## src/rmt_pkg.sv

```systemverilog
package rmt_pkg;

	// stream and header widths
	localparam int data_w  = 64;
	localparam int user_w  = 16;
	localparam int vlan_w  = 12;
	localparam int field_w = 16;
	localparam int queue_w = 2;

	// first beat layout, bits 51..48 are reserved and never touched
	localparam int vlan_lsb = 52;
	localparam int fa_lsb   = 32;
	localparam int fb_lsb   = 16;
	localparam int fc_lsb   = 0;

	// defaults for the top level
	localparam int num_queues_d          = 4;
	localparam int num_stages_d          = 3;
	localparam int pkt_fifo_depth_bits_d = 4;
	localparam int phv_fifo_depth_bits_d = 3;

	typedef logic [queue_w-1:0] queue_t;

	typedef struct packed {
		logic [data_w-1:0] data;
		logic [user_w-1:0] user;
		logic              last;
	} beat_t;

	typedef struct packed {
		logic [vlan_w-1:0]  vlan;
		queue_t             queue;
		logic [field_w-1:0] a;
		logic [field_w-1:0] b;
		logic [field_w-1:0] c;
	} phv_t;

endpackage
```

## src/match_stage.sv

```systemverilog
`timescale 1ns/1ns

module match_stage #(
	parameter int STAGE_ID = 0
) (
	input  logic          clk,
	input  logic          aresetn,
	input  rmt_pkg::phv_t phv_in,
	input  logic          phv_in_valid,
	output rmt_pkg::phv_t phv_out,
	output logic          phv_out_valid
);
	import rmt_pkg::*;

	logic [field_w-1:0] b_next;
	logic [field_w-1:0] c_next;

	// fixed action of this stage, both sums wrap at 16 bits
	assign b_next = phv_in.b + phv_in.a;
	assign c_next = phv_in.c + field_w'(STAGE_ID + 1);

	always_ff @(posedge clk) begin
		if (!aresetn)
			phv_out_valid <= 1'b0;
		else
			phv_out_valid <= phv_in_valid;
	end

	// one vector per cycle, no stall
	always_ff @(posedge clk) begin
		if (phv_in_valid) begin
			phv_out.vlan  <= phv_in.vlan;
			phv_out.queue <= phv_in.queue;
			phv_out.a     <= phv_in.a;
			phv_out.b     <= b_next;
			phv_out.c     <= c_next;
		end
	end

endmodule

```

## config.mk

```make
export PLATFORM = sky130hd
export DESIGN_NAME = match_stage
export DESIGN_NICKNAME = d
export VERILOG_FILES = /design/src/rmt_pkg.sv /design/src/match_stage.sv
export SDC_FILE = /design/constraint.sdc
export NUM_CORES = 1
export LEC_CHECK = 0
export BUFFER_PORTS_ARGS = -buffer_cell sky130_fd_sc_hd__buf_2
export CORE_ASPECT_RATIO = 0.9
export CORE_UTILIZATION = 40
export CTS_CLUSTER_SIZE = 12
export DETAILED_ROUTE_END_ITERATION = 16
export MAX_ROUTING_LAYER = met4
export PLACE_DENSITY = 0.69
export SETUP_SLACK_MARGIN = 0.02
export SLEW_MARGIN = 15
export SYNTH_ARGS = -nofsm -noshare
export SYNTH_HDL_FRONTEND = slang
export SYNTH_SLANG_ARGS = --single-unit
export TNS_END_PERCENT = 20
```

## constraint.sdc

```tcl
create_clock -name clk -period 3.9 [get_ports clk]
set_clock_uncertainty 0.05 [all_clocks]
set_input_delay 0 -clock clk [delete_from_list [all_inputs] [get_ports clk]]
set_output_delay 0 -clock clk [all_outputs]
set_load 0.01 [all_outputs]
```

==> results of run 1 <==
[metal layers]
metal | share of wire [%] | GRT usage, %
met5 | 0 | -
met4 | 3.5 | 9.80
met3 | 7.4 | 6.23
met2 | 48 | 32.7
met1 | 41 | 22.1
[per-stage QoR]
| stage | worst slack [ns] | area, sq um | util [%] | cells | hold WS [ns] |
|---|---|---|---|---|---|
| 2_1_floorplan | 2.10 | 2910 | - | 208 | 0.0489 |
| 3_3_place_gp | 1.76 | 3650 | 51.9 | 426 | 0.126 |
| 3_5_place_dp | 1.70 | 3650 | 51.9 | 426 | 0.129 |
| 4_1_cts | 1.49 | 4380 | 62.2 | 493 | 0.0846 |
| 5_1_grt | 1.32 | 4380 | 62.2 | 493 | 0.101 |
| 6_report | 1.48 | 4380 | 62.2 | 493 | 0.0981 |
[state kept, by name, indices dropped and copies added (netlist names)]
name	flops
phv_out_valid	1
phv_out	62
[power breakdown]
group          internal [mW]  switching, mW  total [mW]
sequential             0.826         0.0164       0.842
clock                  0.357          0.251       0.608
combinational          0.164          0.179       0.343
total                   1.35          0.446        1.79
[cell type report]
| cell class | count | area, sq um |
|---|---|---|
| fillers | 555 | 2660 |
| multi-input cells | 136 | 990 |
| well taps | 93 | 116 |
| flip-flops and latches | 63 | 1880 |
| repair buffers | 179 | 1150 |
| clock buffers | 10 | 128 |
| clock inverters | 6 | 85.1 |
| inverters | 6 | 22.5 |
[path summary, 6_finish.rpt]
path | start | to | slack [ns]
max | phv_in[16] | phv_out[26] | 1.48
min | phv_in[20] | phv_out[20] | 0.1
[cells by family after synthesis]
kind of cell | Yosys count | synth area share, %
DFF | 63 | 64.6
adders and majority gates | 17 | 7.56
xor gates and xnor gates | 26 | 7.81
and+or+nand+nor | 53 | 9.40
AOI/OAI and AO/OA | 40 | 9.19
buffers and inverters | 9 | 1.46
[cell usage after synthesis]
cell type,number,area (sq um)
nor2b_1,1,6.26
and3_1,4,25.0
o211ai_1,3,22.5
a22oi_1,1,7.51
o21ai_1,3,15.0
a21oi_1,13,65.1
xor2_1,10,87.6
nor2_1,7,26.3
nand2_1,12,45.0
o211a_1,1,10.0
inv_1,6,22.5
nand3b_1,2,15.0
ha_1,16,200
a21o_1,4,30.0
nand4_1,6,37.5
o21ai_0,4,20.0
edfxtp_1,62,1860
a221o_1,2,20.0
xnor2_1,16,140
and4_1,1,8.76
nor3_1,6,30.0
and2_4,1,8.76
and2_1,2,12.5
a2111oi_2,1,15.0
a211oi_1,1,7.51
buf_2,1,5.00
nand3_1,9,45.0
or4_1,1,7.51
o31a_1,2,17.5
buf_4,2,15.0
fa_1,1,20.0
dfxtp_1,1,20.0
o21a_1,1,7.51
a31oi_1,1,6.26
o311ai_1,1,8.76
or3_1,1,6.26
o21bai_1,2,15.0
[tightest hold or removal path, stage by stage]
cell    delay (ns)
buf_2         0.08
ha_1          0.18
xor2_1        0.08
[placed cells by master (no fill, tap or decap), drive strengths merged, types with 3 or more instances in the layout]
cell,synthesis,final
dlygate4sd3,0,51
edfxtp,62,62
ha,16,16
a21oi,13,13
and3,4,4
o21ai,7,7
a21o,4,4
nand2,12,12
o211ai,3,3
clkbuf,0,10
nand4,6,6
and2,3,3
inv,6,6
nor3,6,6
nor2,7,7
nand3,9,9
xnor2,16,16
buf,3,128
xor2,10,10
==> summary.txt, run 1 <==
Timing
  – Unrepaired setup endpoints after global routing: no
  – Fmax achieved: 0.413 GHz
  – Endpoints failing hold: 0
  – Period Utilization, post-route: 62.1%
  – Final TNS setup: 0 ns
  – Final Critical Period: 2.42 ns
  – Setup violators final: 0
  – Fin. max-slew vios: 0
  – Slew at the pin closest to its max-slew limit: 0.723 ns
  – Slew margin rel.: 51.8%

Clock tree
  – # hold bufs at CTS: 51
  – Root buffer cell: clkbuf_8
  – Post-cts sizing count: 0
  – Max Root-Sink Buffers: 2
  – Clk slew on worst S/H paths: ~0.07 ns
  – TritonCTS clock tree: yes
  – H-tree Lvls: 3
  – CTS Sinks: 63
  – Inserted Clock Buffers: 9
  – Post-CTS Setup Bufs: 0

Power and ir drop
  – Total power: approximately 1.8 mW
  – Pleak: 1.87 nW
  – Max VDD drop: 260 uV
  – Pwr dens: 410 mW/mm^2

Critical path
  – Req. time, crit path: 4.00 ns
  – CP Buf/Inv Count: 2
  – Critical Path Sink Type: register
  – CP cell instances: dlygate4sd3_1 -> buf_2 -> ha_1 -> fa_1 -> a21oi_1 -> o21ai_1 -> a21oi_1 -> nor3_1 -> a2111oi_2
  – Slowest-stage cell, CP: dlygate4sd3_1
  – Critical path type: input port to register
  – CP max FO: 6
  – Critical Path Stages: 9
  – Crit path arrival time: 2.53 ns
  – Most frequent CP cell: a21oi_1
  – Startpoint Class: input port
  – CP peak stage delay: between 0.5 and 0.6 ns
  – CP top delay family: compound AO/OA/AOI/OAI gates

Logic synthesis
  – Post-synthesis sequential area ratio: around 65%
  – #FFs+latches synth: 63
  – Synth cell types: 37
  – Avg Inst Size Synth: 14.0 sq um
  – Synth Cell Area: about 0.0029 sq mm
  – Cells after Synth: 208
  – Syn. warnings: 0
  – Post-Syn Nets: 290

GRT
  – Initial antenna violation count: 0
  – Grt ovf: 0
  – Vias in the first global route: 2340
  – First-pass GRT wire length: between 10000 and 15000 um
  – Largest net degree at the start of global routing: 35
  – Total GRT Usage: 20.0%

Placement
  – Final RePlAce weighted congestion: 0.863
  – PortBufs: roughly 130
  – Detailed Place HPWL: around 4700 um

Layout
  – Fraction of final layout cells sized beyond drive strength 1: a little over a third
  – Diode count: 0
  – Final #Nets: ~480
  – Area Growth Syn to Fin: 50.2%

Die
  – Die area: 0.00763 sq mm
  – Core Rows: 29
  – Die Ht: approximately 83 um
  – Die W: 92.0 um
  – Core outline area: around 0.007 sq mm
  – Initial Utilization: 41.4%
  – # IOs: 128

Drt
  – Vias per inst: 4.86
  – DR vias: 2394
  – First-pass iteration count of the detailed router: 4
  – DR iter-0 viols: 85
  – Routed length per instance: ~14 um
  – WL final: 7100 um
  – DR DRC count: 0
  – Post-route ant nets: 0

Hold path
  – Min-delay worst type: input port to register
  – Worst hold path depth: 3

Flow run
  – Max-cap viol count: 0

Outcome
  – Status: finished clean
(Power assumes the default switching activity.)
==> inputs of run 2 (changes only) <==
==> constraint.sdc (replaced) <==
create_clock -name clk -period 2.3 [get_ports clk]
set_clock_uncertainty 0.05 [all_clocks]
set_input_delay 0 -clock clk [delete_from_list [all_inputs] [get_ports clk]]
set_output_delay 0 -clock clk [all_outputs]
set_load 0.01 [all_outputs]
==> run 2 against run 1 <==
Compared with the run above:
- flip-flop and latch count did not move
- count of clock-buffer cells in the layout did not move
- first-iteration DRC count is 8.2% lower
- critical path depth grew 1
- sequential share of layout area is 0.25 points higher
- hold slack worse by 0.0044 ns
- utilization down 0.36 points
- final cell count did not move
- sequential power rose by 70%
- final area is 0.57% lower
- die area unchanged
- critical endpoint unchanged
- largest cell class unchanged
- highest routed layer unchanged
==> summary.txt, run 2 (same netlist as run 1, synthesis figures left out) <==
Die
  – # IOs: 128 (unchanged)
  – Die W: 92.0 um (unchanged)
  – Core outline area: 0.00704 sq mm (unchanged)
  – Initial Utilization: 41.4% (unchanged)
  – Die Ht: 83.0 um (unchanged)
  – Core Rows: 29 (unchanged)
  – Die area: 0.00763 sq mm (unchanged)

Timing
  – Fin. max-slew vios: 0 (unchanged)
  – Setup violators final: 0 (unchanged)
  – Final TNS setup: 0 ns (unchanged)
  – Endpoints failing hold: 0 (unchanged)
  – Final Critical Period: roughly 2.1 ns
  – Worst setup margin: 0.182 ns (-1.30 ns)
  – Slew margin rel.: 71.6% (+20 points)
  – Unrepaired setup endpoints after global routing: no
  – Fmax achieved: roughly 0.47 GHz
  – Slew at the pin closest to its max-slew limit: 0.427 ns (-0.296 ns)
  – Period Utilization, post-route: between 90 and 100%

Layout
  – Cell area after layout: 0.00435 sq mm (-0.57%)
  – Largest registers: phv_out: 62 flops, phv_out_valid: 1 flops
  – Fraction of final layout cells sized beyond drive strength 1: 37.0% (+0.75 points)
  – Commonest non-fill, non-tap cell in the layout: buf_2
  – Filler instances: 578 (+4.1%)
  – Commonest non-fill, non-tap cells in the layout: buf_2, edfxtp_1, dlygate4sd3_1, xnor2_1, ha_1
  – Post-route insts no fill: 493 (unchanged)
  – Area Growth Syn to Fin: 49.3%
  – Top reg by flops: phv_out
  – Final #Nets: 477 (unchanged)
  – Diode count: 0 (unchanged)
  – Max FFs per register: 62 (unchanged)

Critical path
  – Req. time, crit path: 2.40 ns (-1.60 ns)
  – Critical path origin: phv_in[32]
  – CP cell instances: dlygate4sd3_1 -> buf_2 -> ha_1 -> fa_1 -> a21oi_2 -> o21ai_1 -> a21oi_1 -> buf_4 -> nor3_1 -> a2111oi_2
  – Critical path type: input port to register
  – Critical Path Sink Type: register
  – CP max FO: 6 (unchanged)
  – CP peak stage delay: 0.54 ns (about the same)
  – Crit path arrival time: 2.22 ns (-0.31 ns)
  – Slowest-stage cell, CP: dlygate4sd3_1
  – Worst setup path end: phv_out[26]
  – Critical Path Stages: 10 (+1)
  – Startpoint Class: input port
  – CP top delay family: buffers and inverters
  – CP Buf/Inv Count: 3 (+1)

Clock tree
  – Clk slew on worst S/H paths: 0.07 ns (about the same)
  – Inserted Clock Buffers: 9 (unchanged)
  – Max Root-Sink Buffers: 2 (unchanged)
  – TritonCTS clock tree: yes
  – CTS Sinks: 63 (unchanged)
  – H-tree Lvls: 3 (unchanged)
  – Root buffer cell: clkbuf_8

GRT
  – Total GRT Usage: 19.0% (-1.0 points)
  – Top Usage Layer GRT: met2
  – Largest net degree at the start of global routing: 36 (+2.9%)
  – Vias in the first global route: 2202 (-5.9%)
  – Grt met3 use: 5.68% (-0.55 points)
  – Met2 Use GR: 30.9% (-1.8 points)
  – First-pass GRT wire length: 10700 um (-3.7%)
  – Grt ovf: 0 (unchanged)
  – GR Util met1: 22.2% (+0.081 points)
  – Initial antenna violation count: 0 (unchanged)

Drt
  – WL final: 6830 um (-3.9%)
  – Post-route ant nets: 0 (unchanged)
  – DR vias: 2359 (-1.5%)
  – DR iter-0 viols: 78 (-8.2%)
  – DR DRC count: 0 (unchanged)
  – Routed length per instance: 13.8 um (-3.9%)
  – Vias per inst: 4.78 (-1.5%)
  – First-pass iteration count of the detailed router: 4 (unchanged)

Hold path
  – Min-delay worst type: input port to register
  – Worst hold path depth: 3 (unchanged)

Placement
  – Final RePlAce weighted congestion: 0.888 (+2.9%)
  – Inst Count DP: 428 (+0.47%)
  – Pre-CTS setup slack: 0.366 ns (-1.33 ns)
  – Detailed Place HPWL: 4710 um (+0.30%)
  – Dpl cell area: 0.00367 sq mm (+0.41%)
  – PortBufs: 127 (unchanged)

Flow run
  – Max-cap viol count: 0 (unchanged)

Outcome
  – Status: finished clean

Power and ir drop
  – Pwr dens: 673 mW/mm^2 (+64%)
  – Pleak: 1.86 nW (-0.25%)
  – Max VDD drop: 323 uV (+24%)
-- run 2: final cells by class --
cell class,count,area [sq um],area share (%)
inverters,6,22.5,0.518
flip-flops and latches,63,1880,43.2
clock inverters,6,61.3,1.41
clock buffers,10,128,2.93
repair buffers,179,1150,26.4
multi-input cells,136,993,22.8
well taps,93,116,2.67
-- run 2: what timing repair did --
action	4_1_cts	5_1_grt
setup buffers	0	0
hold buffers	49	0
setup endpoints to repair	0	2
resized for setup	0	1
hold endpoints to repair	49	0
-- run 2: worst min-delay path by stage --
| stage | from | endpoint |
|---|---|---|
| after global placement | phv_in[50] | phv_out[50] |
| final | phv_in[19] | phv_out[19] |
| after global routing | phv_in[19] | phv_out[19] |
| after CTS | phv_in[19] | phv_out[19] |
| after floorplan | phv_in[32] | phv_out[32] |
| after detailed placement | phv_in[58] | phv_out[58] |
-- run 2: per-layer routing --
metal,part of all wire (%),vias up
li1,-,1171
met1,43,1078
met2,48,98
met3,7.3,12
met4,1.6,0
met5,0,-
-- run 2: stage by stage --
step	hold WS [ns]	util, %	power, mW
3_3_place_gp	0.126	52.1	1.95
4_1_cts	0.0710	61.8	2.97
6_report	0.0937	61.8	2.93
2_1_floorplan	0.0489	-	1.72
5_1_grt	0.102	61.8	3.06
3_5_place_dp	0.129	52.1	1.96
-- run 2: where the power goes --
| group | total (mW) | internal, mW | leakage [nW] | switching (mW) |
|---|---|---|---|---|
| Combinational | 0.580 | 0.279 | 1.15 | 0.301 |
| Sequential | 1.43 | 1.40 | 0.615 | 0.0281 |
| Clock | 0.923 | 0.496 | 0.0960 | 0.426 |
| Total | 2.93 | 2.18 | 1.86 | 0.755 |
==> inputs of run 3 (changes only) <==
--- a/config.mk
+++ b/config.mk
@@ -8,6 +8,7 @@
 export BUFFER_PORTS_ARGS = -buffer_cell sky130_fd_sc_hd__buf_2
 export CORE_ASPECT_RATIO = 0.9
 export CORE_UTILIZATION = 40
+export CTS_BUF_LIST = sky130_fd_sc_hd__clkbuf_4
 export CTS_CLUSTER_SIZE = 12
 export DETAILED_ROUTE_END_ITERATION = 16
 export MAX_ROUTING_LAYER = met4
==> run 3 against run 2 <==
Compared with the run above:
- critical endpoint is now phv_out[13]
- wire length is 0.53% lower
- clock power is 21% lower
- non-clock buffer count is 9 higher
- count of clock-buffer cells in the layout stayed put
- final area is 0.78% higher
- via count is 2.0% higher
- sequential share of layout area is 0.33 points lower
==> summary.txt, run 3 (same netlist as run 1, synthesis figures left out) <==
Critical path
  – Critical Path Sink Type: register
  – Startpoint Class: input port
  – Critical path type: input port to register
  – Worst setup path end: phv_out[13]
  – Req. time, crit path: 2.40 ns (about the same)
  – Crit path arrival time: 2.21 ns (about the same)
  – Critical path origin: phv_in[2]
  – CP max FO: 5 (-1)

Layout
  – Top reg by flops: phv_out
  – Max FFs per register: 62 (unchanged)
  – Post-route insts no fill: 502 (+1.8%)
  – Largest registers: phv_out: 62 flops, phv_out_valid: 1 flops
  – Final Core Density: 62.3% (+0.48 points)
  – Commonest non-fill, non-tap cell in the layout: buf_2
  – Commonest non-fill, non-tap cells in the layout: buf_2, edfxtp_1, dlygate4sd3_1, xnor2_1, ha_1
  – Fraction of final layout cells sized beyond drive strength 1: 36.2% (-0.81 points)
  – Area Growth Syn to Fin: 50.5%
  – Final #Nets: 486 (+1.9%)
  – Cell area after layout: 0.00439 sq mm (+0.78%)
  – Diode count: 0 (unchanged)

Placement
  – Pre-CTS setup slack: 0.366 ns (unchanged)
  – Detailed Place HPWL: 4710 um (unchanged)
  – Inst Count DP: 428 (unchanged)
  – Dpl cell area: 0.00367 sq mm (unchanged)
  – Final RePlAce weighted congestion: 0.888 (unchanged)
  – PortBufs: 127 (unchanged)

Drt
  – WL final: 6790 um (-0.53%)
  – DR iter-0 viols: 75 (-3.8%)
  – Vias per inst: 4.79 (+0.16%)
  – Post-route ant nets: 0 (unchanged)
  – DR vias: 2406 (+2.0%)
  – DR DRC count: 0 (unchanged)
  – First-pass iteration count of the detailed router: 4 (unchanged)
  – Routed length per instance: 13.5 um (-2.3%)

Timing
  – Fin. max-slew vios: 0 (unchanged)
  – Unrepaired setup endpoints after global routing: no
  – Setup violators final: 0 (unchanged)
  – Endpoints failing hold: 0 (unchanged)
  – Slew at the pin closest to its max-slew limit: 0.427 ns (+0.000509 ns)
  – Final Critical Period: 2.11 ns (-0.00488 ns)
  – Fmax achieved: 0.473 GHz (+0.23%)
  – Worst setup margin: 0.187 ns (+0.00488 ns)
  – Period Utilization, post-route: 91.9% (-0.21 points)
  – Slew margin rel.: 71.5% (about the same)
  – Hold_ws: 0.0556 ns (-0.0382 ns)
  – Final TNS setup: 0 ns (unchanged)

Clock tree
  – Post-cts sizing count: 0 (unchanged)
  – TritonCTS clock tree: yes
  – Clk slew on worst S/H paths: 0.10 ns (+0.03 ns)
  – H-tree Lvls: 3 (unchanged)
  – Post-CTS Setup Bufs: 0 (unchanged)
  – Max Root-Sink Buffers: 2 (unchanged)
  – Root buffer cell: clkbuf_4
  – CTS Sinks: 63 (unchanged)
  – Inserted Clock Buffers: 9 (unchanged)

GRT
  – Vias in the first global route: 2274 (+3.3%)
  – Grt ovf: 0 (unchanged)
  – First-pass GRT wire length: 10700 um (-0.13%)
  – Total GRT Usage: 19.0% (unchanged)
  – Largest net degree at the start of global routing: 36 (unchanged)
  – Initial antenna violation count: 0 (unchanged)

Hold path
  – Min-delay worst type: input port to register

Flow run
  – Max-cap viol count: 0 (unchanged)

Die
  – Core Rows: 29 (unchanged)
  – Die W: 92.0 um (unchanged)
  – Core outline area: 0.00704 sq mm (unchanged)
  – # IOs: 128 (unchanged)
  – Die Ht: 83.0 um (unchanged)
  – Initial Utilization: 41.4% (unchanged)
  – Die area: 0.00763 sq mm (unchanged)

Outcome
  – Status: finished clean

Power and ir drop
  – Pwr dens: 627 mW/mm^2 (-6.9%)
  – Max VDD drop: 321 uV (-0.86%)
  – Pleak: 1.88 nW (+0.93%)
  – Total power: 2.75 mW (-6.2%)
-- run 3: cell types whose count changed in the layout (fill, tap and decap cells not counted) --
cell,before,now
a21oi_1,12,13
clkbuf_8,9,0
dlygate4sd3_1,49,58
clkbuf_1,1,0
a21oi_2,1,0
clkbuf_4,0,10
-- run 3: how the worst min path moves through the flow --
stage | startpoint | to | slack, ns | depth (start not counted)
finish | phv_in[20] | phv_out[20] | 0.06 | 3
global route | phv_in[20] | phv_out[20] | 0.04 | 3
CTS | phv_in[20] | phv_out[20] | 0.03 | 3
detailed placement | phv_in[58] | phv_out[58] | 0.13 | 1
global placement | phv_in[50] | phv_out[50] | 0.13 | 1
floorplan | phv_in[32] | phv_out[32] | 0.05 | 0
-- run 3: layout make-up --
type                    count  area (sq um)
flip-flops and latches     63          1880
well taps                  93           116
clock buffers              10          75.1
clock inverters             6          61.3
repair buffers            188          1240
inverters                   6          22.5
multi-input cells         136           990
fillers                   584          2650
-- run 3: worst max-delay path, stage by stage --
cell and delay (ns):
dlygate4sd3_1 0.54, buf_2 0.15, and4_1 0.27, and3_1 0.24
nand4_1 0.19, nor2_1 0.18, xor2_1 0.08, dlygate4sd3_1 0.56
-- run 3: repair_timing --
action	4_1_cts	5_1_grt
hold endpoints to repair	50	0
hold buffers	58	0
setup endpoints to repair	0	0
-- run 3: routing by layer --
| metal | up-vias | track usage [%] | wire, um |
|---|---|---|---|
| li1 | 1194 | - | - |
| met1 | 1101 | 22.3 | 2910 |
| met2 | 99 | 30.6 | 3290 |
| met3 | 12 | 6.78 | 501 |
| met4 | 0 | 5.82 | 95 |
| met5 | - | - | 0 |
-- run 3: power by group --
group          internal, mW  switching [mW]  leakage, nW
clock                 0.340           0.392       0.0761
sequential             1.40          0.0283        0.615
combinational         0.289           0.301         1.19
total                  2.03           0.722         1.88
