$ cat src/rmt_pkg.sv
package rmt_pkg;

	// stream and header widths
	localparam int data_w  = 64;
	localparam int user_w  = 16;
	localparam int vlan_w  = 12;
	localparam int field_w = 16;
	localparam int queue_w = 2;

	// first beat layout, bits 51..48 are reserved and never touched
	localparam int vlan_lsb = 52;
	localparam int fa_lsb   = 32;
	localparam int fb_lsb   = 16;
	localparam int fc_lsb   = 0;

	// defaults for the top level
	localparam int num_queues_d          = 4;
	localparam int num_stages_d          = 3;
	localparam int pkt_fifo_depth_bits_d = 4;
	localparam int phv_fifo_depth_bits_d = 3;

	typedef logic [queue_w-1:0] queue_t;

	typedef struct packed {
		logic [data_w-1:0] data;
		logic [user_w-1:0] user;
		logic              last;
	} beat_t;

	typedef struct packed {
		logic [vlan_w-1:0]  vlan;
		queue_t             queue;
		logic [field_w-1:0] a;
		logic [field_w-1:0] b;
		logic [field_w-1:0] c;
	} phv_t;

endpackage
$ cat src/hdr_deparser.sv
`timescale 1ns/1ns

module hdr_deparser (
	input  logic           clk,
	input  logic           aresetn,
	input  rmt_pkg::beat_t pkt_head,
	input  logic           pkt_empty,
	output logic           pkt_rd_en,
	input  rmt_pkg::phv_t  phv_head,
	input  logic           phv_empty,
	output logic           phv_rd_en,
	output rmt_pkg::beat_t out_beat,
	output logic           out_valid,
	input  logic           out_ready
);
	import rmt_pkg::*;

	logic first;
	logic xfer;

	// a packet only leaves once its header vector is there
	assign out_valid = !pkt_empty && !phv_empty;
	assign xfer      = out_valid && out_ready;

	always_comb begin
		out_beat = pkt_head;
		// vlan id and reserved bits pass through
		if (first) begin
			out_beat.data[fa_lsb +: field_w] = phv_head.a;
			out_beat.data[fb_lsb +: field_w] = phv_head.b;
			out_beat.data[fc_lsb +: field_w] = phv_head.c;
		end
	end

	assign pkt_rd_en = xfer;
	// one vector per packet, released with the last beat
	assign phv_rd_en = xfer && pkt_head.last;

	always_ff @(posedge clk) begin
		if (!aresetn)
			first <= 1'b1;
		else if (xfer)
			first <= pkt_head.last;
	end

endmodule

$ cat config.mk
export PLATFORM = sky130hd
export DESIGN_NAME = hdr_deparser
export DESIGN_NICKNAME = d
export VERILOG_FILES = /design/src/rmt_pkg.sv /design/src/hdr_deparser.sv
export SDC_FILE = /design/constraint.sdc
export NUM_CORES = 1
export LEC_CHECK = 0
export ABC_AREA = 0
export ABC_CLOCK_PERIOD_IN_PS = 2220
export BUFFER_PORTS_ARGS = -buffer_cell sky130_fd_sc_hd__buf_2
export CELL_PAD_IN_SITES_DETAIL_PLACEMENT = 0
export CELL_PAD_IN_SITES_GLOBAL_PLACEMENT = 1
export CORE_ASPECT_RATIO = 1.2
export CORE_MARGIN = 4
export CORE_UTILIZATION = 12
export DETAILED_ROUTE_END_ITERATION = 8
export HOLD_SLACK_MARGIN = 0.02
export PLACE_DENSITY_LB_ADDON = 0.25
export SLEW_MARGIN = 20
export SYNTH_ARGS = -nofsm -noshare
export SYNTH_HDL_FRONTEND = slang
export SYNTH_SLANG_ARGS = --single-unit
$ cat constraint.sdc
create_clock -name clk -period 2.22 [get_ports clk]
set_clock_uncertainty 0.05 [all_clocks]
set_input_delay 0.222 -clock clk [delete_from_list [all_inputs] [get_ports clk]]
set_output_delay 0.222 -clock clk [all_outputs]
set_load 0.05 [all_outputs]
==> results of run 1 <==
## worst max-delay path, delay by kind of cell, from the launching register on
family	cells	cell delay, ps
muxes	1	390
buffers and inverters	2	550
DFF	1	300
## power by group
part / internal, mW / switching (mW) / leakage [nW]
Sequential: 0.0195 / 0.000439 / 0.00782
Clock: 0 / 0 / 0
Combinational: 0.179 / 0.335 / 0.891
Total: 0.198 / 0.336 / 0.899
## logic make-up (layout without fill, tap and decap cells)
logic type,after synthesis,count (layout),share of synthesized area (%)
multiplexers,48,48,61.8
buffers and inverters,40,157,32.3
flip-flops,1,1,2.15
AND/OR/NAND/NOR,3,3,2.42
AO/OA/AOI/OAI,1,1,1.35
## final cells by class
type	instances	area [µm²]
multi-input cells	52	609
repair buffers	155	781
flip-flops and latches	1	21.3
well taps	90	113
inverters	2	7.51
fillers	819	5870
## Yosys cell counts
cell type / count
buf_4: 36
buf_6: 2
dfxtp_1: 1
inv_1: 2
mux2_2: 39
mux2_4: 9
nor2_1: 1
nor3b_1: 1
o211ai_2: 1
or4bb_1: 1
## through the flow
step                util, %  cell area, µm²  hold slack (ps)  setup WS [ps]  instances
floorplan                 -             930              237            432         93
global placement       20.7            1530              356            658        300
detailed placement     20.7            1530              356            655        300
CTS                    20.7            1530              356            661        300
global route           20.7            1530              363            621        300
finish                 20.7            1530              353            681        300
## final timing paths
path / endpoint / slack, ps
worst max-delay path: out_beat[24] / 680
worst min-delay path: first / 350
worst max register to register: first / 1190
worst min register to register: first / 740
## metal layers
| layer | part of all wire, % | up-vias | global-route usage [%] |
|---|---|---|---|
| li1 | - | 526 | - |
| met1 | 27 | 457 | 4.97 |
| met2 | 54 | 114 | 15.7 |
| met3 | 17 | 18 | 1.51 |
| met4 | 2.5 | 0 | 2.16 |
| met5 | 0 | - | 0 |
==> out/qor.tcl, run 1 <==
set qor(yosys_register_bits) 1
set qor(power.density_mw_per_mm2) 349
set qor(setup_viol) 0
set qor(overall_die_width_um) 88.4
set qor(hold_path.class) {primary input to flip-flop}
set qor(synthDistinctLibCells) 10
set qor(clk_pin_slew_worst_paths_ps) 0
set qor(hold_depth) 2
set qor(p_leak_nw) 0.899
set qor(required_ps) 1950
set qor(grt_setup_unrepaired) {false}
set qor(ys_seq_area_share_pct) 2.15
set qor(final_max_slew_viols) 0
set qor(ctsResizeCount) 0
set qor(status) {completed}
set qor(postSynthCellCount) 93
set qor(totalNegativeSetupSlack_ps) 0
set qor(syn-num-nets) 241
set qor(design.die.area_mm2) 0.00923
set qor(drive_above_1_share_pct) 97.6
set qor(layout.cells.most_common_list) {buf_2 (153), mux2_2 (39), mux2_4 (9)}
set qor(synthesis.yosys.warnings) 0
set qor(layout.nets) 360
set qor(grt_pass1_wl_mm) 5.19
set qor(drtPass1Iterations) 3
set qor(top_level_ports) 232
set qor(timing.max_cap.violations) 0
set qor(worst_ep_arrival_time_ps) 1270
set qor(synth_top_cell_by_area) {mux2_2}
set qor(grt_antenna_before_repair) 0
set qor(share_of_the_cycle_needed_by_the_critical_path_after_routing_pct) 69.3
set qor(first_iter_violations) 7
set qor(worst-slew-pin-transition_ps) 384
set qor(global_route_total_overflow) 0
set qor(post_synth_main_area_contributors) {mux2_2 (47%), buf_4 (29%), mux2_4 (15%)}
set qor(fin_total_pwr_mw) 0.534
set qor(reg.largest.list) {first: 1 flops}
set qor(cts.hold.buffers_added) 0
set qor(critical_path.startpoint_type) {flip-flop}
set qor(largest_register) {first}
set qor(top_cell_type_s_share_of_synthesized_area_pct) 47.2
set qor(worst_min_delay_path_startpoint) {aresetn}
set qor(critical_path.startpoint) {first}
set qor(critPathKind) {flip-flop to output pin}
set qor(largest_reg_flops) 1
set qor(grt_max_degree) 32
set qor(layout_commonest_cell) {buf_2}
set qor(cts_post_setup_buffers_inserted) 0
set qor(synth_area_um2) 930
set qor(hold_viol) 0
set qor(critical_path.slowest_cell) {mux2_2}
set qor(numPortBuffers) 153
set qor(crit_chain) {buf_4, mux2_2, buf_2}
set qor(timing.critical_path.fanout_max) 31
set qor(slew_headroom_pct) 74.4
set qor(post-route-min-period_ps) 1540
set qor(num_vias) 1115
set qor(initial_core_util_pct) 12.6
set qor(vias_per_cell) 3.72
set qor(end_kind) {output pin}
set qor(route.detailed.drc) 0
set qor(global_route.usage.total_pct) 6.90
set qor(wl_per_cell_um) 13.1
set qor(timing.rr.start) {first}
set qor(max-vdd-ir-drop_v) 0.000137
set qor(dieHeight_um) 104
set qor(worst_path_largest_cell_delay_ps) 390
set qor(r2r_cells) 3
set qor(core_region_area_mm2) 0.00740
set qor(n_antenna_cell) 0
set qor(clock_latency_of_the_later_clocked_register_in_the_worst_skew_pair_ps) 0
set qor(grt_pass1_vias) 1125
set qor(postRouteAntennaNets) 0
set qor(wirelength_mm) 3.93
set qor(fmax_ghz) 0.650
set qor(core.rowCount) 34
set qor(area.growth.synth_to_final_pct) 64.7
set qor(synth.avg_cell_area_um2) 10.0
set qor(routabilityCongestion) 0.675
set qor(dpl.hpwl_mm) 3.64
Note: power is estimated with default switching activity, not from simulation.
==> inputs of run 2 (changes only) <==
--- a/config.mk
+++ b/config.mk
@@ -6,13 +6,13 @@
 export NUM_CORES = 1
 export LEC_CHECK = 0
 export ABC_AREA = 0
-export ABC_CLOCK_PERIOD_IN_PS = 2220
+export ABC_CLOCK_PERIOD_IN_PS = 1300
 export BUFFER_PORTS_ARGS = -buffer_cell sky130_fd_sc_hd__buf_2
 export CELL_PAD_IN_SITES_DETAIL_PLACEMENT = 0
 export CELL_PAD_IN_SITES_GLOBAL_PLACEMENT = 1
 export CORE_ASPECT_RATIO = 1.2
 export CORE_MARGIN = 4
-export CORE_UTILIZATION = 12
+export CORE_UTILIZATION = 10
 export DETAILED_ROUTE_END_ITERATION = 8
 export HOLD_SLACK_MARGIN = 0.02
 export PLACE_DENSITY_LB_ADDON = 0.25
==> constraint.sdc (replaced) <==
create_clock -name clk -period 1.3 [get_ports clk]
set_clock_uncertainty 0.05 [all_clocks]
set_input_delay 0.13 -clock clk [delete_from_list [all_inputs] [get_ports clk]]
set_output_delay 0.13 -clock clk [all_outputs]
set_load 0.05 [all_outputs]
==> out/qor.tcl, run 2 (synthesis gave the netlist of run 1 again) <==
set qor(status) {finished with violations}
set qor(violations) {setup timing}
set qor(clk_pin_slew_worst_paths_ps) 0 ;# unchanged
set qor(design.die.area_mm2) 0.0109 ;# +18%
set qor(power.density_mw_per_mm2) 568 ;# +63%
set qor(area.growth.synth_to_final_pct) 108
set qor(fmax_ghz) 0.765
set qor(largest_reg_flops) 1 ;# unchanged
set qor(layout.cell_area.non_filler_mm2) 0.00193 ;# +26%
set qor(routabilityCongestion) 0.706 ;# +4.7%
set qor(core.rowCount) 38 ;# +12%
set qor(num_vias) 1169 ;# +4.8%
set qor(cts.hold.buffers_added) 0 ;# unchanged
set qor(hold_depth) 0 ;# -2
set qor(drtPass1Iterations) 3 ;# unchanged
set qor(setup_viol) 1 ;# +1
set qor(core_region_area_mm2) 0.00908 ;# +23%
set qor(r2r_cells) 4 ;# +1
set qor(final_max_slew_viols) 0 ;# unchanged
set qor(top_level_ports) 232 ;# unchanged
set qor(wirelength_mm) 4.56 ;# +16%
set qor(critPathKind) {flip-flop to output pin}
set qor(overall_die_width_um) 96.0 ;# +8.7%
set qor(critical_path.startpoint_type) {flip-flop}
set qor(filler_cell_count) 1006 ;# +23%
set qor(timing.max_cap.violations) 0 ;# unchanged
set qor(numPortBuffers) 153 ;# unchanged
set qor(p_leak_nw) 1.04 ;# +16%
set qor(layout.nets) 364 ;# +1.1%
set qor(post-route-min-period_ps) 1310
set qor(grt_antenna_before_repair) 0 ;# unchanged
set qor(layout_commonest_cell) {buf_2}
set qor(slew_headroom_pct) 83.1 ;# +8.7 points
set qor(hold_path.class) {primary input to output pin}
set qor(grt_pass1_vias) 1198 ;# +6.5%
set qor(initial_core_util_pct) 10.2 ;# -2.3 points
set qor(end_kind) {output pin}
set qor(n_antenna_cell) 0 ;# unchanged
set qor(vias_per_cell) 3.50 ;# -5.8%
set qor(global_route.usage.total_pct) 6.72 ;# -0.18 points
set qor(drive_above_1_share_pct) 98.1 ;# +0.51 points
set qor(first_iter_violations) 5 ;# -2
set qor(timing.critical_path.fanout_max) 16 ;# -48%
set qor(clock_latency_of_the_later_clocked_register_in_the_worst_skew_pair_ps) 0 ;# unchanged
set qor(global_route_total_overflow) 0 ;# unchanged
set qor(finish.utilization_pct) 21.3 ;# +0.60 points
set qor(grt_setup_unrepaired) {true}
set qor(required_ps) 1120 ;# -830 ps
set qor(dpl.hpwl_mm) 3.70 ;# +1.7%
set qor(postRouteAntennaNets) 0 ;# unchanged
set qor(grt_max_degree) 19 ;# -41%
set qor(grt_pass1_wl_mm) 5.63 ;# +8.5%
set qor(max-vdd-ir-drop_v) 0.000191 ;# +40%
set qor(dpl_cell_area_mm2) 0.00161 ;# +4.9%
set qor(multi_input_comb_area_um2) 618 ;# +1.4%
set qor(wl_per_cell_um) 13.6 ;# +4.2%
set qor(sequential_cell_area_um2) 23.8 ;# +12%
set qor(share_of_the_cycle_needed_by_the_critical_path_after_routing_pct) 101
set qor(layout_setup_ws_ps) -7.03 ;# -688 ps
set qor(largest_register) {first}
set qor(layout.cells.most_common_list) {buf_2 (109), buf_6 (40), mux2_2 (38)}
set qor(route.detailed.drc) 0 ;# unchanged
set qor(worst_ep_arrival_time_ps) 1130 ;# -140 ps
set qor(reg.largest.list) {first: 1 flops}
set qor(hold_viol) 0 ;# unchanged
set qor(dieHeight_um) 114 ;# +8.8%
set qor(worst-slew-pin-transition_ps) 255 ;# -129 ps
## run 2: cell count changes in the layout (fill, tap and decap cells not counted), sizes merged
cell / delta
buf: +3
clkbuf: +1
## run 2: area by class of cell
type	count	area share, %
inverter	2	0.388
timing repair buffer	159	58.6
tap	120	7.77
sequential	1	1.23
multi-input combinational	52	32.0
## run 2: path summary, 6_finish.rpt
| kind | to | start | slack [ps] |
|---|---|---|---|
| worst max-delay path | out_beat[29] | first | -7 |
| worst min-delay path | out_beat[79] | pkt_head[79] | 210 |
| worst max register to register | first | first | 280 |
| worst min register to register | first | first | 830 |
## run 2: through the flow
stage	hold WS [ps]	setup TNS [ps]	cells	setup WS, ps	total power, mW
floorplan	145	0	93	66.3	0.932
global placement	210	-876	331	-48.4	0.939
detailed placement	210	-942	331	-54.6	0.934
CTS	210	-21.3	332	-21.3	1.04
global route	210	-438	334	-29.2	1.15
finish	210	-7.03	334	-7.03	1.10
## run 2: report_power, final
| part | switching (mW) | total [mW] | internal (mW) |
|---|---|---|---|
| combinational | 0.605 | 1.06 | 0.455 |
| sequential | 0.00632 | 0.0385 | 0.0322 |
| clock | 0 | 0 | 0 |
## run 2: per-layer routing
| layer | track usage [%] | routed length [µm] | up-vias |
|---|---|---|---|
| met3 | 2.24 | 601 | 6 |
| met2 | 14.5 | 2540 | 126 |
| met5 | 0 | 0 | - |
| met4 | 1.80 | 74 | 0 |
| li1 | - | - | 534 |
| met1 | 5.33 | 1340 | 503 |
## run 2: worst max-delay path, cell delays in order, from the launching register on
cell and delay, ps:
dfxtp_4 410, buf_12 180, mux2_2 370, buf_6 160
## run 2: repair_timing
action | in CTS | in global routing
setup buffers | 0 | 1
setup endpoints to repair | 30 | 39
resized for setup | 58 | 34
cloned | 1 | 1
==> inputs of run 3 (changes only) <==
--- a/config.mk
+++ b/config.mk
@@ -6,13 +6,13 @@
 export NUM_CORES = 1
 export LEC_CHECK = 0
 export ABC_AREA = 0
-export ABC_CLOCK_PERIOD_IN_PS = 1300
+export ABC_CLOCK_PERIOD_IN_PS = 1600
 export BUFFER_PORTS_ARGS = -buffer_cell sky130_fd_sc_hd__buf_2
 export CELL_PAD_IN_SITES_DETAIL_PLACEMENT = 0
 export CELL_PAD_IN_SITES_GLOBAL_PLACEMENT = 1
 export CORE_ASPECT_RATIO = 1.2
 export CORE_MARGIN = 4
-export CORE_UTILIZATION = 10
+export CORE_UTILIZATION = 12
 export DETAILED_ROUTE_END_ITERATION = 8
 export HOLD_SLACK_MARGIN = 0.02
 export PLACE_DENSITY_LB_ADDON = 0.25
==> constraint.sdc (replaced) <==
create_clock -name clk -period 1.6 [get_ports clk]
set_clock_uncertainty 0.05 [all_clocks]
set_input_delay 0.16 -clock clk [delete_from_list [all_inputs] [get_ports clk]]
set_output_delay 0.16 -clock clk [all_outputs]
set_load 0.05 [all_outputs]
==> out/qor.tcl, run 3 (synthesis gave the netlist of run 1 again) <==
set qor(timing.critical_path.fanout_max) 28 ;# +12
set qor(power.share.switching_pct) 62.5 ;# +6.8 points
set qor(overall_die_width_um) 88.4 ;# -8.0%
set qor(comb_pwr_share_pct) 96.2 ;# -0.3 points
set qor(wl_per_cell_um) 13.2 ;# -3.2%
set qor(area.growth.synth_to_final_pct) 68.0
set qor(route.detailed.drc) 0 ;# unchanged
set qor(hold-path-endpoint) {out_beat[2]}
set qor(critical_path.startpoint_type) {flip-flop}
set qor(cts.hold.buffers_added) 0 ;# unchanged
set qor(hold_viol) 0 ;# unchanged
set qor(n_antenna_cell) 0 ;# unchanged
set qor(reg2reg_to) {first}
set qor(grt_antenna_before_repair) 0 ;# unchanged
set qor(initial_core_util_pct) 12.6 ;# +2.3 points
set qor(critPathKind) {flip-flop to output pin}
set qor(clock_power_share_pct) 0 ;# unchanged
set qor(ctsResizeCount) 0 ;# -100%
set qor(final_max_slew_viols) 0 ;# unchanged
set qor(slew_headroom_pct) 82.3 ;# -0.79 points
set qor(timing.max_cap.violations) 0 ;# unchanged
set qor(share_of_the_cycle_needed_by_the_critical_path_after_routing_pct) 84.6
set qor(grt_pass1_vias) 1152 ;# -3.8%
set qor(num_vias) 1129 ;# -3.4%
set qor(post-route-min-period_ps) 1350
set qor(design.die.area_mm2) 0.00923 ;# -15%
set qor(largest_register) {first}
set qor(status) {completed}
set qor(stdcell_count) 300 ;# -10%
set qor(grt_pass1_wl_mm) 5.25 ;# -6.7%
set qor(top_level_ports) 232 ;# unchanged
set qor(grt_setup_unrepaired) {false}
set qor(sequential_cell_area_um2) 21.3 ;# -11%
set qor(drive_above_1_share_pct) 98.1 ;# about the same
set qor(power.density_mw_per_mm2) 482 ;# -15%
set qor(vias_per_cell) 3.76 ;# +7.5%
set qor(p_leak_nw) 0.913 ;# -12%
set qor(reg.largest.list) {first: 1 flops}
set qor(clock_latency_of_the_later_clocked_register_in_the_worst_skew_pair_ps) 0 ;# unchanged
set qor(dieHeight_um) 104 ;# -8.1%
set qor(setup_viol) 0 ;# -1
set qor(totalNegativeSetupSlack_ps) 0 ;# +7.03 ps
set qor(first_iter_violations) 18 ;# +13
set qor(worst_path_largest_cell_delay_ps) 360 ;# -50 ps
set qor(crit_chain) {buf_12, mux2_2, buf_2}
set qor(timing.rr.start) {first}
set qor(numPortBuffers) 153 ;# unchanged
set qor(largest_reg_flops) 1 ;# unchanged
set qor(end_kind) {output pin}
set qor(filler_cell_count) 845 ;# -16%
set qor(required_ps) 1390 ;# +270 ps
set qor(dpl.hpwl_mm) 3.62 ;# -2.2%
set qor(cts_post_setup_buffers_inserted) 0 ;# unchanged
set qor(layout.cells.most_common_list) {buf_2 (153), mux2_2 (39), mux2_4 (9)}
set qor(layout_commonest_cell) {buf_2}
set qor(global_route_total_overflow) 0 ;# unchanged
set qor(worst_reg2reg_setup_slack_ps) 740 ;# +460 ps
set qor(layout.nets) 360 ;# -1.1%
set qor(routabilityCongestion) 0.690 ;# -2.3%
set qor(multi_input_comb_area_um2) 614 ;# -0.61%
set qor(hold_path.class) {primary input to output pin}
set qor(grt_max_degree) 29 ;# +10
set qor(switching_power_mw) 0.470 ;# -23%
set qor(worst_ep_arrival_time_ps) 1140 ;# about the same
set qor(r2r_cells) 3 ;# -1
set qor(worst-slew-pin-transition_ps) 267 ;# +12.0 ps
set qor(design_internal_power_mw) 0.282 ;# -42%
set qor(max-vdd-ir-drop_v) 0.000171 ;# -10%
set qor(core.rowCount) 34 ;# -11%
set qor(dpl.cell_count) 300 ;# -9.4%
set qor(clk_pin_slew_worst_paths_ps) 0 ;# unchanged
set qor(critical_path.slowest_cell) {mux2_2}
set qor(worst_min_delay_path_startpoint) {pkt_head[2]}
set qor(global_route.usage.total_pct) 7.01 ;# +0.29 points
set qor(seq_power_share_pct) 3.8 ;# +0.3 points
set qor(core_region_area_mm2) 0.00740 ;# -18%
set qor(hold_depth) 0 ;# unchanged
set qor(wirelength_mm) 3.96 ;# -13%
set qor(drtPass1Iterations) 4 ;# +1
set qor(postRouteAntennaNets) 0 ;# unchanged
set qor(fmax_ghz) 0.738
[run 3: changes by cell type in the layout (fill, tap and decap cells not counted)]
cell,before,now
buf_16,1,0
buf_2,109,153
buf_4,6,0
buf_6,40,0
clkbuf_16,1,0
dfxtp_2,0,1
dfxtp_4,1,0
mux2_2,38,39
mux2_4,10,9
[run 3: cell type report]
| class | count | area share [%] |
|---|---|---|
| inverter | 2 | 0.481 |
| multi-input combinational | 52 | 39.3 |
| sequential | 1 | 1.36 |
| tap | 90 | 7.21 |
| timing repair buffer | 155 | 51.6 |
[run 3: routing by layer]
| layer | up-vias | global-route usage [%] | part of all wire [%] |
|---|---|---|---|
| li1 | 526 | - | - |
| met1 | 472 | 6.06 | 29 |
| met2 | 115 | 15.0 | 52 |
| met3 | 16 | 1.58 | 16 |
| met4 | 0 | 1.62 | 2.6 |
| met5 | - | 0 | 0 |
[run 3: power groups by stage]
stage | combinational, mW | clock [mW] | sequential (mW)
after global placement | 0.733 | 0 | 0.0290
after floorplan | 0.729 | 0 | 0.0280
after detailed placement | 0.731 | 0 | 0.0290
after CTS | 0.733 | 0 | 0.0290
final | 0.723 | 0 | 0.0290
after global routing | 0.761 | 0 | 0.0292
[run 3: worst max-delay path, delay by kind of cell (launching register included)]
kind,cells,cell delay (ps)
flops,1,350
mux,1,360
buf+inv,2,420
[run 3: per-stage QoR]
stage | setup WS, ps | power [mW] | utilization [%] | hold WS, ps | instance area [µm²]
6_report | 246 | 0.752 | 21.1 | 270 | 1560
5_1_grt | 214 | 0.790 | 21.1 | 270 | 1560
3_5_place_dp | 236 | 0.760 | 21.1 | 270 | 1560
3_3_place_gp | 231 | 0.762 | 21.1 | 270 | 1560
4_1_cts | 237 | 0.762 | 21.1 | 270 | 1560
2_1_floorplan | 336 | 0.757 | - | 175 | 935
[run 3: worst max-delay path by stage]
stage	end	cells after the start	startpoint
final	out_beat[32]	3	first
after global routing	out_beat[17]	3	first
after CTS	out_beat[32]	3	first
after detailed placement	out_beat[32]	3	first
after global placement	out_beat[64]	3	first
after floorplan	out_beat[54]	3	first
